--- src/sb_consts.svh ---
`ifndef SB_CONSTS_SVH
`define SB_CONSTS_SVH

// Register file addressing
`define SB_REG_ADDR_W 5

// ==================================================
// Writeback delays of the execution units
// ==================================================

// Single cycle ALU with CSR operations
`define SB_ALU_DELAY 1

// Pipelined multiplier, one tracker per stage
`define SB_MUL_DELAY 6

// Sequential divider
`define SB_DIV_DELAY 36

// Countdown width, must hold SB_DIV_DELAY + 1
`define SB_CNT_W 6

`endif

--- src/sb_pkg.sv ---
`include "sb_consts.svh"

package sb_pkg;

    // Architectural register address
    typedef logic [`SB_REG_ADDR_W-1:0] reg_addr_t;

    // Writeback delay or tracker countdown
    typedef logic [`SB_CNT_W-1:0] delay_t;

    // Target unit of a dispatch packet
    // At most one bit set, none set means nothing offered
    typedef struct packed {
        logic alu;
        logic mul;
        logic div;
    } unit_sel_t;

    // ==================================================
    // Dispatch packet from decode
    // ==================================================

    typedef struct packed {
        reg_addr_t src0;
        reg_addr_t src1;
        reg_addr_t dest;
        unit_sel_t unit;
    } dispatch_t;

    // ==================================================
    // Per tracker status
    // ==================================================

    // busy    : countdown still running
    // raw_hit : register dependency on the offered packet
    // wb_hit  : writeback slot already taken
    typedef struct packed {
        logic busy;
        logic raw_hit;
        logic wb_hit;
    } track_status_t;

endpackage : sb_pkg

--- src/dispatch_decoder.sv ---
`timescale 1ns/100ps

`include "sb_consts.svh"

module dispatch_decoder (
    input  logic                      clk_i,
    input  logic                      rst_n_i,
    input  logic                      flush_i,
    input  logic                      stall_i,
    input  logic                      issue_i,
    input  sb_pkg::dispatch_t         dispatch_i,
    output sb_pkg::delay_t            req_delay_o,
    output logic [`SB_MUL_DELAY-1:0]  mul_load_o,
    output logic                      div_load_o
);

    import sb_pkg::*;

    localparam int unsigned NUM_MUL = `SB_MUL_DELAY;

    unit_sel_t              unit;
    logic                   mul_fire;
    logic                   div_fire;
    logic [NUM_MUL-1:0]     mul_ptr_q;

    assign unit = dispatch_i.unit;

    // ==================================================
    // Requested writeback delay
    // ==================================================

    // One extra cycle for the bypass stage ahead of execution
    always_comb begin : req_delay_sel
        if (unit.mul) begin
            req_delay_o = delay_t'(`SB_MUL_DELAY + 1);
        end else if (unit.div) begin
            req_delay_o = delay_t'(`SB_DIV_DELAY + 1);
        end else if (unit.alu) begin
            req_delay_o = delay_t'(`SB_ALU_DELAY + 1);
        end else begin
            // Never matches a live countdown
            req_delay_o = '1;
        end
    end : req_delay_sel

    // Packet really enters execution on this edge
    assign mul_fire = issue_i & ~stall_i & unit.mul;
    assign div_fire = issue_i & ~stall_i & unit.div;

    // ==================================================
    // Multiplier stage pointer
    // ==================================================

    // One-hot pointer rotating once per issued multiply
    always_ff @(posedge clk_i) begin : mul_ptr_reg
        if (!rst_n_i) begin
            mul_ptr_q <= NUM_MUL'(1);
        end else if (flush_i) begin
            mul_ptr_q <= NUM_MUL'(1);
        end else if (mul_fire) begin
            mul_ptr_q <= {mul_ptr_q[NUM_MUL-2:0], mul_ptr_q[NUM_MUL-1]};
        end
    end : mul_ptr_reg

    // Load strobes toward the trackers
    assign mul_load_o = mul_ptr_q & {NUM_MUL{mul_fire}};
    assign div_load_o = div_fire;

    // Decode holds an offered packet until it is issued
    a_pkt_hold: assert property (
        @(posedge clk_i) disable iff (!rst_n_i)
        (|unit && !(issue_i && !stall_i)) |=> $stable(dispatch_i)
    );

    // Decode never offers two units at once
    a_unit_onehot0: assert property (
        @(posedge clk_i) disable iff (!rst_n_i)
        $onehot0(unit)
    );

endmodule : dispatch_decoder

--- src/issue_arbiter.sv ---
`timescale 1ns/100ps

`include "sb_consts.svh"

module issue_arbiter (
    input  sb_pkg::dispatch_t                           dispatch_i,
    input  sb_pkg::track_status_t [`SB_MUL_DELAY-1:0]   mul_status_i,
    input  sb_pkg::track_status_t                       div_status_i,
    output logic                                        issue_o,
    output logic                                        pipeline_empty_o
);

    import sb_pkg::*;

    track_status_t  any_status;
    logic           raw_hazard;
    logic           wb_hazard;
    logic           struct_hazard;

    // ==================================================
    // Status reduction
    // ==================================================

    // Field-wise OR over every tracker
    always_comb begin : status_or
        any_status = div_status_i;
        for (int i = 0; i < `SB_MUL_DELAY; i++) begin
            any_status = any_status | mul_status_i[i];
        end
    end : status_or

    assign raw_hazard = any_status.raw_hit;
    assign wb_hazard  = any_status.wb_hit;

    // Divider takes a single operation at a time
    assign struct_hazard = dispatch_i.unit.div & div_status_i.busy;

    // ==================================================
    // Outputs
    // ==================================================

    // Grant only with no hazard of any kind
    assign issue_o = ~(raw_hazard | wb_hazard | struct_hazard);

    // Nothing left in flight
    assign pipeline_empty_o = ~any_status.busy;

endmodule : issue_arbiter

--- src/issue_scoreboard.sv ---
`timescale 1ns/100ps

`include "sb_consts.svh"

module issue_scoreboard (
    input  logic                clk_i,
    input  logic                rst_n_i,
    input  logic                flush_i,
    input  logic                stall_i,
    input  sb_pkg::dispatch_t   dispatch_i,
    output logic                issue_o,
    output logic                pipeline_empty_o
);

    import sb_pkg::*;

    delay_t                             req_delay;
    logic [`SB_MUL_DELAY-1:0]           mul_load;
    logic                               div_load;
    track_status_t [`SB_MUL_DELAY-1:0]  mul_status;
    track_status_t                      div_status;

    // ==================================================
    // Decode and stage selection
    // ==================================================

    dispatch_decoder u_decoder (
        .clk_i       (clk_i),
        .rst_n_i     (rst_n_i),
        .flush_i     (flush_i),
        .stall_i     (stall_i),
        .issue_i     (issue_o),
        .dispatch_i  (dispatch_i),
        .req_delay_o (req_delay),
        .mul_load_o  (mul_load),
        .div_load_o  (div_load)
    );

    // ==================================================
    // Trackers
    // ==================================================

    // One tracker per multiplier pipeline stage
    for (genvar g = 0; g < `SB_MUL_DELAY; g++) begin : g_mul_trk
        op_tracker #(
            .MAX_DELAY (`SB_MUL_DELAY)
        ) u_mul_trk (
            .clk_i       (clk_i),
            .rst_n_i     (rst_n_i),
            .flush_i     (flush_i),
            .stall_i     (stall_i),
            .load_i      (mul_load[g]),
            .dispatch_i  (dispatch_i),
            .req_delay_i (req_delay),
            .status_o    (mul_status[g])
        );
    end : g_mul_trk

    // Sequential divider needs only one
    op_tracker #(
        .MAX_DELAY (`SB_DIV_DELAY)
    ) u_div_trk (
        .clk_i       (clk_i),
        .rst_n_i     (rst_n_i),
        .flush_i     (flush_i),
        .stall_i     (stall_i),
        .load_i      (div_load),
        .dispatch_i  (dispatch_i),
        .req_delay_i (req_delay),
        .status_o    (div_status)
    );

    // Final issue decision
    issue_arbiter u_arbiter (
        .dispatch_i       (dispatch_i),
        .mul_status_i     (mul_status),
        .div_status_i     (div_status),
        .issue_o          (issue_o),
        .pipeline_empty_o (pipeline_empty_o)
    );

endmodule : issue_scoreboard

--- src/op_tracker.sv ---
`timescale 1ns/100ps

`include "sb_consts.svh"

module op_tracker #(
    // Cycles the unit needs to write back
    parameter int unsigned MAX_DELAY = `SB_MUL_DELAY
) (
    input  logic                    clk_i,
    input  logic                    rst_n_i,
    input  logic                    flush_i,
    input  logic                    stall_i,
    input  logic                    load_i,
    input  sb_pkg::dispatch_t       dispatch_i,
    input  sb_pkg::delay_t          req_delay_i,
    output sb_pkg::track_status_t   status_o
);

    import sb_pkg::*;

    localparam delay_t LOAD_VAL = delay_t'(MAX_DELAY);

    delay_t     cnt_q;
    reg_addr_t  dest_q;
    logic       busy;
    logic       src_match;

    // ==================================================
    // Countdown
    // ==================================================

    // Flush drops the operation even on a load edge
    always_ff @(posedge clk_i) begin : countdown_reg
        if (!rst_n_i) begin
            cnt_q <= '0;
        end else if (flush_i) begin
            cnt_q <= '0;
        end else if (!stall_i) begin
            if (load_i) begin
                cnt_q <= LOAD_VAL;
            end else if (busy) begin
                // One step closer to writeback
                cnt_q <= cnt_q - delay_t'(1);
            end
        end
    end : countdown_reg

    // Destination of the operation in flight
    always_ff @(posedge clk_i) begin : dest_reg
        if (load_i && !stall_i) begin
            dest_q <= dispatch_i.dest;
        end
    end : dest_reg

    assign busy = (cnt_q != '0);

    // ==================================================
    // Hazard compares
    // ==================================================

    // Sources cover RAW and dest covers WAW
    assign src_match = (dispatch_i.src0 == dest_q)
                     | (dispatch_i.src1 == dest_q)
                     | (dispatch_i.dest == dest_q);

    always_comb begin : status_pack
        status_o.busy    = busy;
        // Register zero is hardwired and never tracked
        status_o.raw_hit = busy & (dest_q != '0) & src_match;
        // New op would write back in the same cycle as this one
        status_o.wb_hit  = busy & (cnt_q == req_delay_i);
    end : status_pack

    // Reload only once the previous operation is at most one cycle from writeback
    a_reload_free: assert property (
        @(posedge clk_i) disable iff (!rst_n_i)
        load_i |-> (cnt_q <= delay_t'(1))
    );

endmodule : op_tracker

--- config.mk ---
export PLATFORM = sky130hd
export DESIGN_NAME = issue_scoreboard
export DESIGN_NICKNAME = d
export VERILOG_FILES = /design/src/sb_pkg.sv /design/src/dispatch_decoder.sv /design/src/issue_arbiter.sv /design/src/issue_scoreboard.sv /design/src/op_tracker.sv
export VERILOG_INCLUDE_DIRS = /design/src
export SDC_FILE = /design/constraint.sdc
export NUM_CORES = 1
export LEC_CHECK = 0
export CORE_ASPECT_RATIO = 1.5
export CORE_MARGIN = 1
export CORE_UTILIZATION = 30
export CTS_CLUSTER_SIZE = 16
export DETAILED_ROUTE_END_ITERATION = 12
export DONT_BUFFER_PORTS = 1
export HOLD_SLACK_MARGIN = 0.1
export PLACE_DENSITY = 0.52
export SLEW_MARGIN = 15
export SYNTH_ARGS = -nofsm -noshare
export SYNTH_HDL_FRONTEND = slang
export SYNTH_HIERARCHICAL = 1
export SYNTH_SLANG_ARGS = --single-unit
--- constraint.sdc ---
create_clock -name clk_i -period 4.6 [get_ports clk_i]
set_clock_uncertainty 0.15 [all_clocks]
set_input_delay 0.23 -clock clk_i [delete_from_list [all_inputs] [get_ports clk_i]]
set_output_delay 0.23 -clock clk_i [all_outputs]
set_load 0.05 [all_outputs]
==> run_results.csv, run 1 <==
group,metric,value,unit
run_status,run_status,"finished clean",
global_routing,grt_pass1_wl,24600,um
global_routing,grt_pass1_vias,4552,
timing,slew_headroom,0.455,
global_routing,grt_max_degree,31,
timing,fmax,0.254,GHz
power_and_ir_drop,fin_total_pwr,0.00177,W
timing,min_period,3.93,ns
clocking,cts_setup_buffers,0,
synth,async_reset_ff_frac,0,
drt,ant_nets,0,
layout,final_core_util,0.344,
layout,antenna_cells,0,
timing,worstMarginPinSlew,0.816,ns
drt,viasPerCell,4.95,
timing,final_hold_viol_count,0,
timing,setup_viol,0,
timing,rsz0062_at_grt,"false",
drt,post_drt_wl_per_cell,17.7,um
global_routing,antenna_found_initial,0,
worst_setup_path,endpoint_kind,"flip-flop",
power_and_ir_drop,power_density,279,nW/um^2
timing,finalCritPeriodShare,0.855,
clocking,cts.clk_slew.worst_paths,0.06,ns
timing,drv_slew,0,
synth,synth_edf_count,35,
floorplanning,top_level_ports,24,
worst_setup_path,slowest_delay,0.56,ns
worst_setup_path,path_max_fanout,6,
drt,vias,4323,
hold_path,min_path_type,"input port to flip-flop",
placement,placedInstanceArea,5940,um^2
clocking,cts_made_buffers,9,
synth,ys_seq_area_frac,0.356,
worst_setup_path,cpMostUsedCell,"a31oi_1",
drt,firstDrtPassIters,4,
synth,synth.avg_cell_area,9.46,um^2
worst_setup_path,startpoint_type,"flip-flop",
worst_setup_path,path_cells,"inv_1 > ha_1 > nor2b_1 > nand2_1 > o21ai_1 > a31oi_1 > nor4_1 > and4_1 > nor3b_1 > or3_1 > a31oi_1 > dlygate4sd3_1",
floorplanning,die_y,170,um
worst_setup_path,cp_data_required_time,4.68,ns
global_routing,grt.overflow.total,0,
synth,yosys_warnings,6,
floorplanning,fp-row-count,61,
worst_setup_path,cp_top_family,"simple AND/OR/NAND/NOR gates",
drt,drc,0,
timing,totalNegativeSetupSlack,0,ns
power_and_ir_drop,peakVddDrop,0.000184,V
synth,ys_ff_latch,83,
synth,synth_area,5660,um^2
drt,wl,15500,um
global_routing,grt_use_total,0.167,
clocking,numClockSinks,83,
job,maxCapViolations,0,
placement,dp.final_hpwl,10700,um
power_and_ir_drop,p_leak,2.03,nW
placement,gp_congestion,0.809,
layout,syn2layout_area_growth,12.2,%
layout,final_net_count,652,
clocking,htree_levels,3,
floorplanning,die-area,19400,um^2
layout,drive_gt1_frac,0.0773,
floorplanning,core_area,18500,um^2
floorplanning,die_w,114,um
clocking,clockRootBuffer,"clkbuf_16",
timing,timing.hold.ws,0.106,ns
clocking,ctsLongestPathBuffers,2,
synth,netlist_instances,598,
worst_setup_path,cp.arrival,4.01,ns
layout,nFillCells,1906,
worst_setup_path,cp_num_buf_inv,2,
worst_setup_path,path_class,"flip-flop to flip-flop",
synth,synth_ff_type,"dfxtp_1",
clocking,insertion_delay,0.34,ns
floorplanning,start_util,0.306,
synth,synth_nets,634,
drt,drt-initial-drc-count,206,
clocking,tritoncts,"done",
placement,portBuffers,0,
synth,synth.distinct_cells,45,
layout,design_area,6350,um^2
worst_setup_path,slowest_stage,"dlygate4sd3_1",
## power breakdown
| part | leakage [nW] | switching [W] | total [W] | internal, W |
|---|---|---|---|---|
| Clock | 0.137 | 0.000288 | 0.000707 | 0.000419 |
| Sequential | 0.703 | 0.0000164 | 0.000796 | 0.000779 |
| Combinational | 1.19 | 0.000151 | 0.000267 | 0.000116 |
| Total | 2.03 | 0.000455 | 0.00177 | 0.00131 |
## worst paths after layout
path	end	from	cells after the start	slack [ns]
worst max-delay path	u_div_trk/cnt_q[1]	g_mul_trk[4].u_mul_trk/cnt_q[0]	12	0.67
worst min-delay path	g_mul_trk[2].u_mul_trk/cnt_q[2]	stall_i	4	0.11
worst max register to register	u_div_trk/cnt_q[1]	g_mul_trk[4].u_mul_trk/cnt_q[0]	12	0.67
worst min register to register	u_decoder/mul_ptr_q[5]	u_decoder/mul_ptr_q[5]	2	0.36
## flip-flops by register name, summed over array words and instances (netlist names)
| signal | flops |
|---|---|
| g_mul_trk.u_mul_trk/cnt_q | 36 |
| g_mul_trk.u_mul_trk/dest_q | 30 |
| u_decoder/mul_ptr_q | 6 |
| u_div_trk/cnt_q | 6 |
| u_div_trk/dest_q | 5 |
## logic make-up after synthesis
| group | count (synthesis) | synth area share |
|---|---|---|
| AND/OR/NAND/NOR | 214 | 0.218 |
| XOR/XNOR | 169 | 0.262 |
| flip-flops | 83 | 0.356 |
| AO/OA/AOI/OAI | 77 | 0.0935 |
| buffers and inverters | 36 | 0.0318 |
| adder cells (fa/ha/maj) | 14 | 0.0310 |
| multiplexers | 5 | 0.00885 |
## Yosys cell counts (2+ instances only)
master	number	area [um^2]
xnor2_1	104	911
xor2_1	65	569
nor2_1	53	199
dfxtp_1	48	961
edfxtp_1	35	1050
a21oi_1	27	135
nand3_1	27	135
nor3_1	22	110
inv_1	19	71.3
nand2_1	16	60.1
a31oi_1	15	93.8
ha_1	14	175
nand2b_1	14	87.6
o21ai_1	13	65.1
or2_1	13	81.3
buf_4	9	67.6
or3_1	8	50.1
or4_1	8	60.1
inv_2	7	26.3
nand4_1	7	43.8
a2111o_1	6	67.6
a211oi_2	6	75.1
a311oi_1	6	52.6
and2_1	6	37.5
and4bb_1	6	75.1
nand3b_1	6	45.0
nor2b_1	6	37.5
nor3_2	6	60.1
mux2i_1	5	50.1
nor4_1	4	25.0
a211oi_1	2	15.0
or2b_2	2	17.5
## through the flow
| step | setup slack, ns | std cells |
|---|---|---|
| 2_1_floorplan | 0.836 | 598 |
| 3_3_place_gp | 0.888 | 846 |
| 3_5_place_dp | 0.801 | 846 |
| 4_1_cts | 0.741 | 873 |
| 5_1_grt | 0.471 | 873 |
| 6_report | 0.666 | 873 |
## layout make-up
| cell class | instances | area [um^2] | area share |
|---|---|---|---|
| clock buffers | 11 | 233 | 0.0367 |
| clock inverters | 5 | 55.1 | 0.00867 |
| inverters | 26 | 97.6 | 0.0154 |
| multi-input cells | 479 | 3470 | 0.547 |
| flip-flops and latches | 83 | 2010 | 0.317 |
| well taps | 252 | 315 | 0.0497 |
| repair buffers | 17 | 165 | 0.0260 |
## placed cells by master (no fill, tap or decap), types with 9 or more instances in the layout
master and instances:
or2_1 13, nand2_1 16, dlygate4sd3_1 10, o21ai_1 13
a31oi_1 15, nand3_1 27, a21oi_1 27, clkbuf_16 9
ha_1 14, xor2_1 65, xnor2_1 104, nor2_1 53
dfxtp_1 48, inv_1 19, nand2b_1 14, nor3_1 21
edfxtp_1 35
## tightest hold or removal path, stage by stage
cell and delay, ns:
nand2b_1 0.15, nor2_1 0.05, nand2_1 0.06, a21oi_1 0.05
## repair_timing
| item | in CTS | in global routing |
|---|---|---|
| resized for setup | 0 | 0 |
| hold endpoints to repair | 96 | 0 |
| hold buffers | 11 | 0 |
## layer usage
metal	wire length (um)	global-route usage	up-vias
met5	0	0	-
met4	396	0.0711	0
met3	662	0.0310	30
met2	8320	0.320	94
met1	6070	0.175	2078
li1	-	-	2121
Note: power is estimated with default switching activity, not from simulation.
==> run 2, diff against run 1 <==
MAX_ROUTING_LAYER = met4   (was not set)
==> run_results.csv, run 2 (same netlist as run 1, synthesis figures left out) <==
group,metric,value,unit
global_routing,met3_usage,0.0321,
layout,nFillCells,1906,
job,maxCapViolations,0,
global_routing,grtUsageMet2,0.320,
drt,viasPerCell,5.00,
timing,fmax,0.255,GHz
clocking,htree_levels,3,
power_and_ir_drop,p_leak,2.03,nW
worst_setup_path,endpoint_kind,"flip-flop",
timing,rsz0062_at_grt,"false",
worst_setup_path,startpoint_type,"flip-flop",
timing,min_period,3.91,ns
layout,final_net_count,652,
layout,antenna_cells,0,
global_routing,grt.overflow.total,0,
floorplanning,die_w,114,um
global_routing,busiest_layer,"met2",
clocking,tritoncts,"done",
timing,setup_viol,0,
run_status,run_status,"finished clean",
drt,vias,4364,
timing,timing.hold.ws,0.113,ns
floorplanning,start_util,0.306,
worst_setup_path,reg2reg_slack,0.69,ns
placement,portBuffers,0,
clocking,clockRootBuffer,"clkbuf_16",
worst_setup_path,r2r_cells,12,
clocking,cts_made_buffers,9,
global_routing,grt_pass1_wl,24600,um
hold_path,min_path_type,"input port to flip-flop",
clocking,cts.clk_slew.worst_paths,0.06,ns
layout,layout_common_cells,"xnor2_1 (104), xor2_1 (65), nor2_1 (53)",
global_routing,grt_max_degree,31,
worst_setup_path,cp.arrival,3.99,ns
hold_path,whs_endpoint,"g_mul_trk[2].u_mul_trk/cnt_q[2]",
floorplanning,top_level_ports,24,
drt,wl,15500,um
timing,drv_slew,0,
drt,drc,0,
clocking,ctsLongestPathBuffers,2,
hold_path,hold_start,"stall_i",
floorplanning,die-area,19400,um^2
power_and_ir_drop,power_density,279,nW/um^2
worst_setup_path,path_max_fanout,6,
timing,totalNegativeSetupSlack,0,ns
layout,drive_gt1_frac,0.0773,
layout,top_register,"g_mul_trk.u_mul_trk/cnt_q",
drt,drt-initial-drc-count,219,
worst_setup_path,cp_data_required_time,4.67,ns
clocking,insertion_delay,0.34,ns
hold_path,min_path_cells,4,
worst_setup_path,path_class,"flip-flop to flip-flop",
placement,dp.final_hpwl,10700,um
drt,firstDrtPassIters,6,
layout,syn2layout_area_growth,12.2,%
worst_setup_path,r2r-start,"g_mul_trk[4].u_mul_trk/cnt_q[0]",
drt,ant_nets,0,
timing,worstMarginPinSlew,0.829,ns
power_and_ir_drop,peakVddDrop,0.000181,V
placement,placedInstanceArea,5940,um^2
timing,finalCritPeriodShare,0.851,
clocking,numClockSinks,83,
layout,final_common_cell,"xnor2_1",
drt,post_drt_wl_per_cell,17.8,um
global_routing,grt.met1_usage,0.175,
floorplanning,die_y,170,um
global_routing,antenna_found_initial,0,
layout,design_area,6350,um^2
placement,gp_congestion,0.821,
global_routing,grt_use_total,0.172,
floorplanning,core_area,18500,um^2
floorplanning,fp-row-count,61,
layout,top_regs,"g_mul_trk.u_mul_trk/cnt_q x36, g_mul_trk.u_mul_trk/dest_q x30",
layout,largest_reg_flops,36,
timing,slew_headroom,0.446,
global_routing,grt_pass1_vias,4545,
timing,final_hold_viol_count,0,
worst_setup_path,r2r-end,"u_div_trk/cnt_q[1]",
-- run 2: layout make-up --
| type | instances | area [um^2] | share of cell area |
|---|---|---|---|
| Timing Repair Buffer | 17 | 165 | 0.0260 |
| Inverter | 26 | 97.6 | 0.0154 |
| Sequential cell | 83 | 2010 | 0.317 |
| Clock inverter | 5 | 55.1 | 0.00867 |
| Clock buffer | 11 | 233 | 0.0367 |
| Tap cell | 252 | 315 | 0.0497 |
| Multi-Input combinational cell | 479 | 3470 | 0.547 |
-- run 2: stage by stage --
stage                     utilization  cells  power [W]  worst slack (ns)
after global placement          0.322    846    0.00105             0.888
after CTS                       0.344    873    0.00178             0.741
after detailed placement        0.322    846    0.00105             0.801
after floorplan                     -    598    0.00101             0.836
after global routing            0.344    873    0.00184             0.471
final                           0.344    873    0.00177             0.686
-- run 2: power breakdown --
group / switching (W) / total, W / leakage (nW) / internal [W]
Sequential: 0.0000163 / 0.000795 / 0.703 / 0.000779
Clock: 0.000287 / 0.000706 / 0.137 / 0.000419
Combinational: 0.000152 / 0.000268 / 1.19 / 0.000116
-- run 2: worst max-delay path by stage --
stage / start / endpoint / slack, ns / cells after the start
floorplan: dispatch_i[1] / g_mul_trk[0].u_mul_trk/cnt_q[0] / 0.84 / 14
global placement: g_mul_trk[3].u_mul_trk/cnt_q[0] / u_div_trk/dest_q[0] / 0.89 / 11
detailed placement: g_mul_trk[4].u_mul_trk/cnt_q[0] / g_mul_trk[3].u_mul_trk/cnt_q[5] / 0.80 / 14
CTS: g_mul_trk[4].u_mul_trk/cnt_q[0] / u_div_trk/cnt_q[1] / 0.74 / 12
global route: g_mul_trk[4].u_mul_trk/cnt_q[0] / u_div_trk/cnt_q[1] / 0.47 / 13
finish: g_mul_trk[4].u_mul_trk/cnt_q[0] / u_div_trk/cnt_q[1] / 0.69 / 12
-- run 2: repair_timing --
action | 4_1_cts | 5_1_grt
buffers inserted | 0 | 0
hold buffers | 11 | 0
resized for setup | 0 | 0
endpoints found under the hold margin | 96 | 0
-- run 2: metal layers --
| metal | vias up | part of all wire |
|---|---|---|
| met5 | - | 0 |
| met4 | 0 | 0.023 |
| met3 | 29 | 0.036 |
| met2 | 94 | 0.54 |
| met1 | 2119 | 0.40 |
| li1 | 2122 | - |
-- run 2: critical path: stages, from the launching register on --
cell,delay (ns)
dfxtp_1,0.36
inv_1,0.11
ha_1,0.15
nor2b_1,0.40
nand2_1,0.22
o21ai_1,0.12
a31oi_1,0.08
nor4_1,0.48
and4_1,0.32
nor3b_1,0.53
or3_1,0.21
a31oi_1,0.08
dlygate4sd3_1,0.57
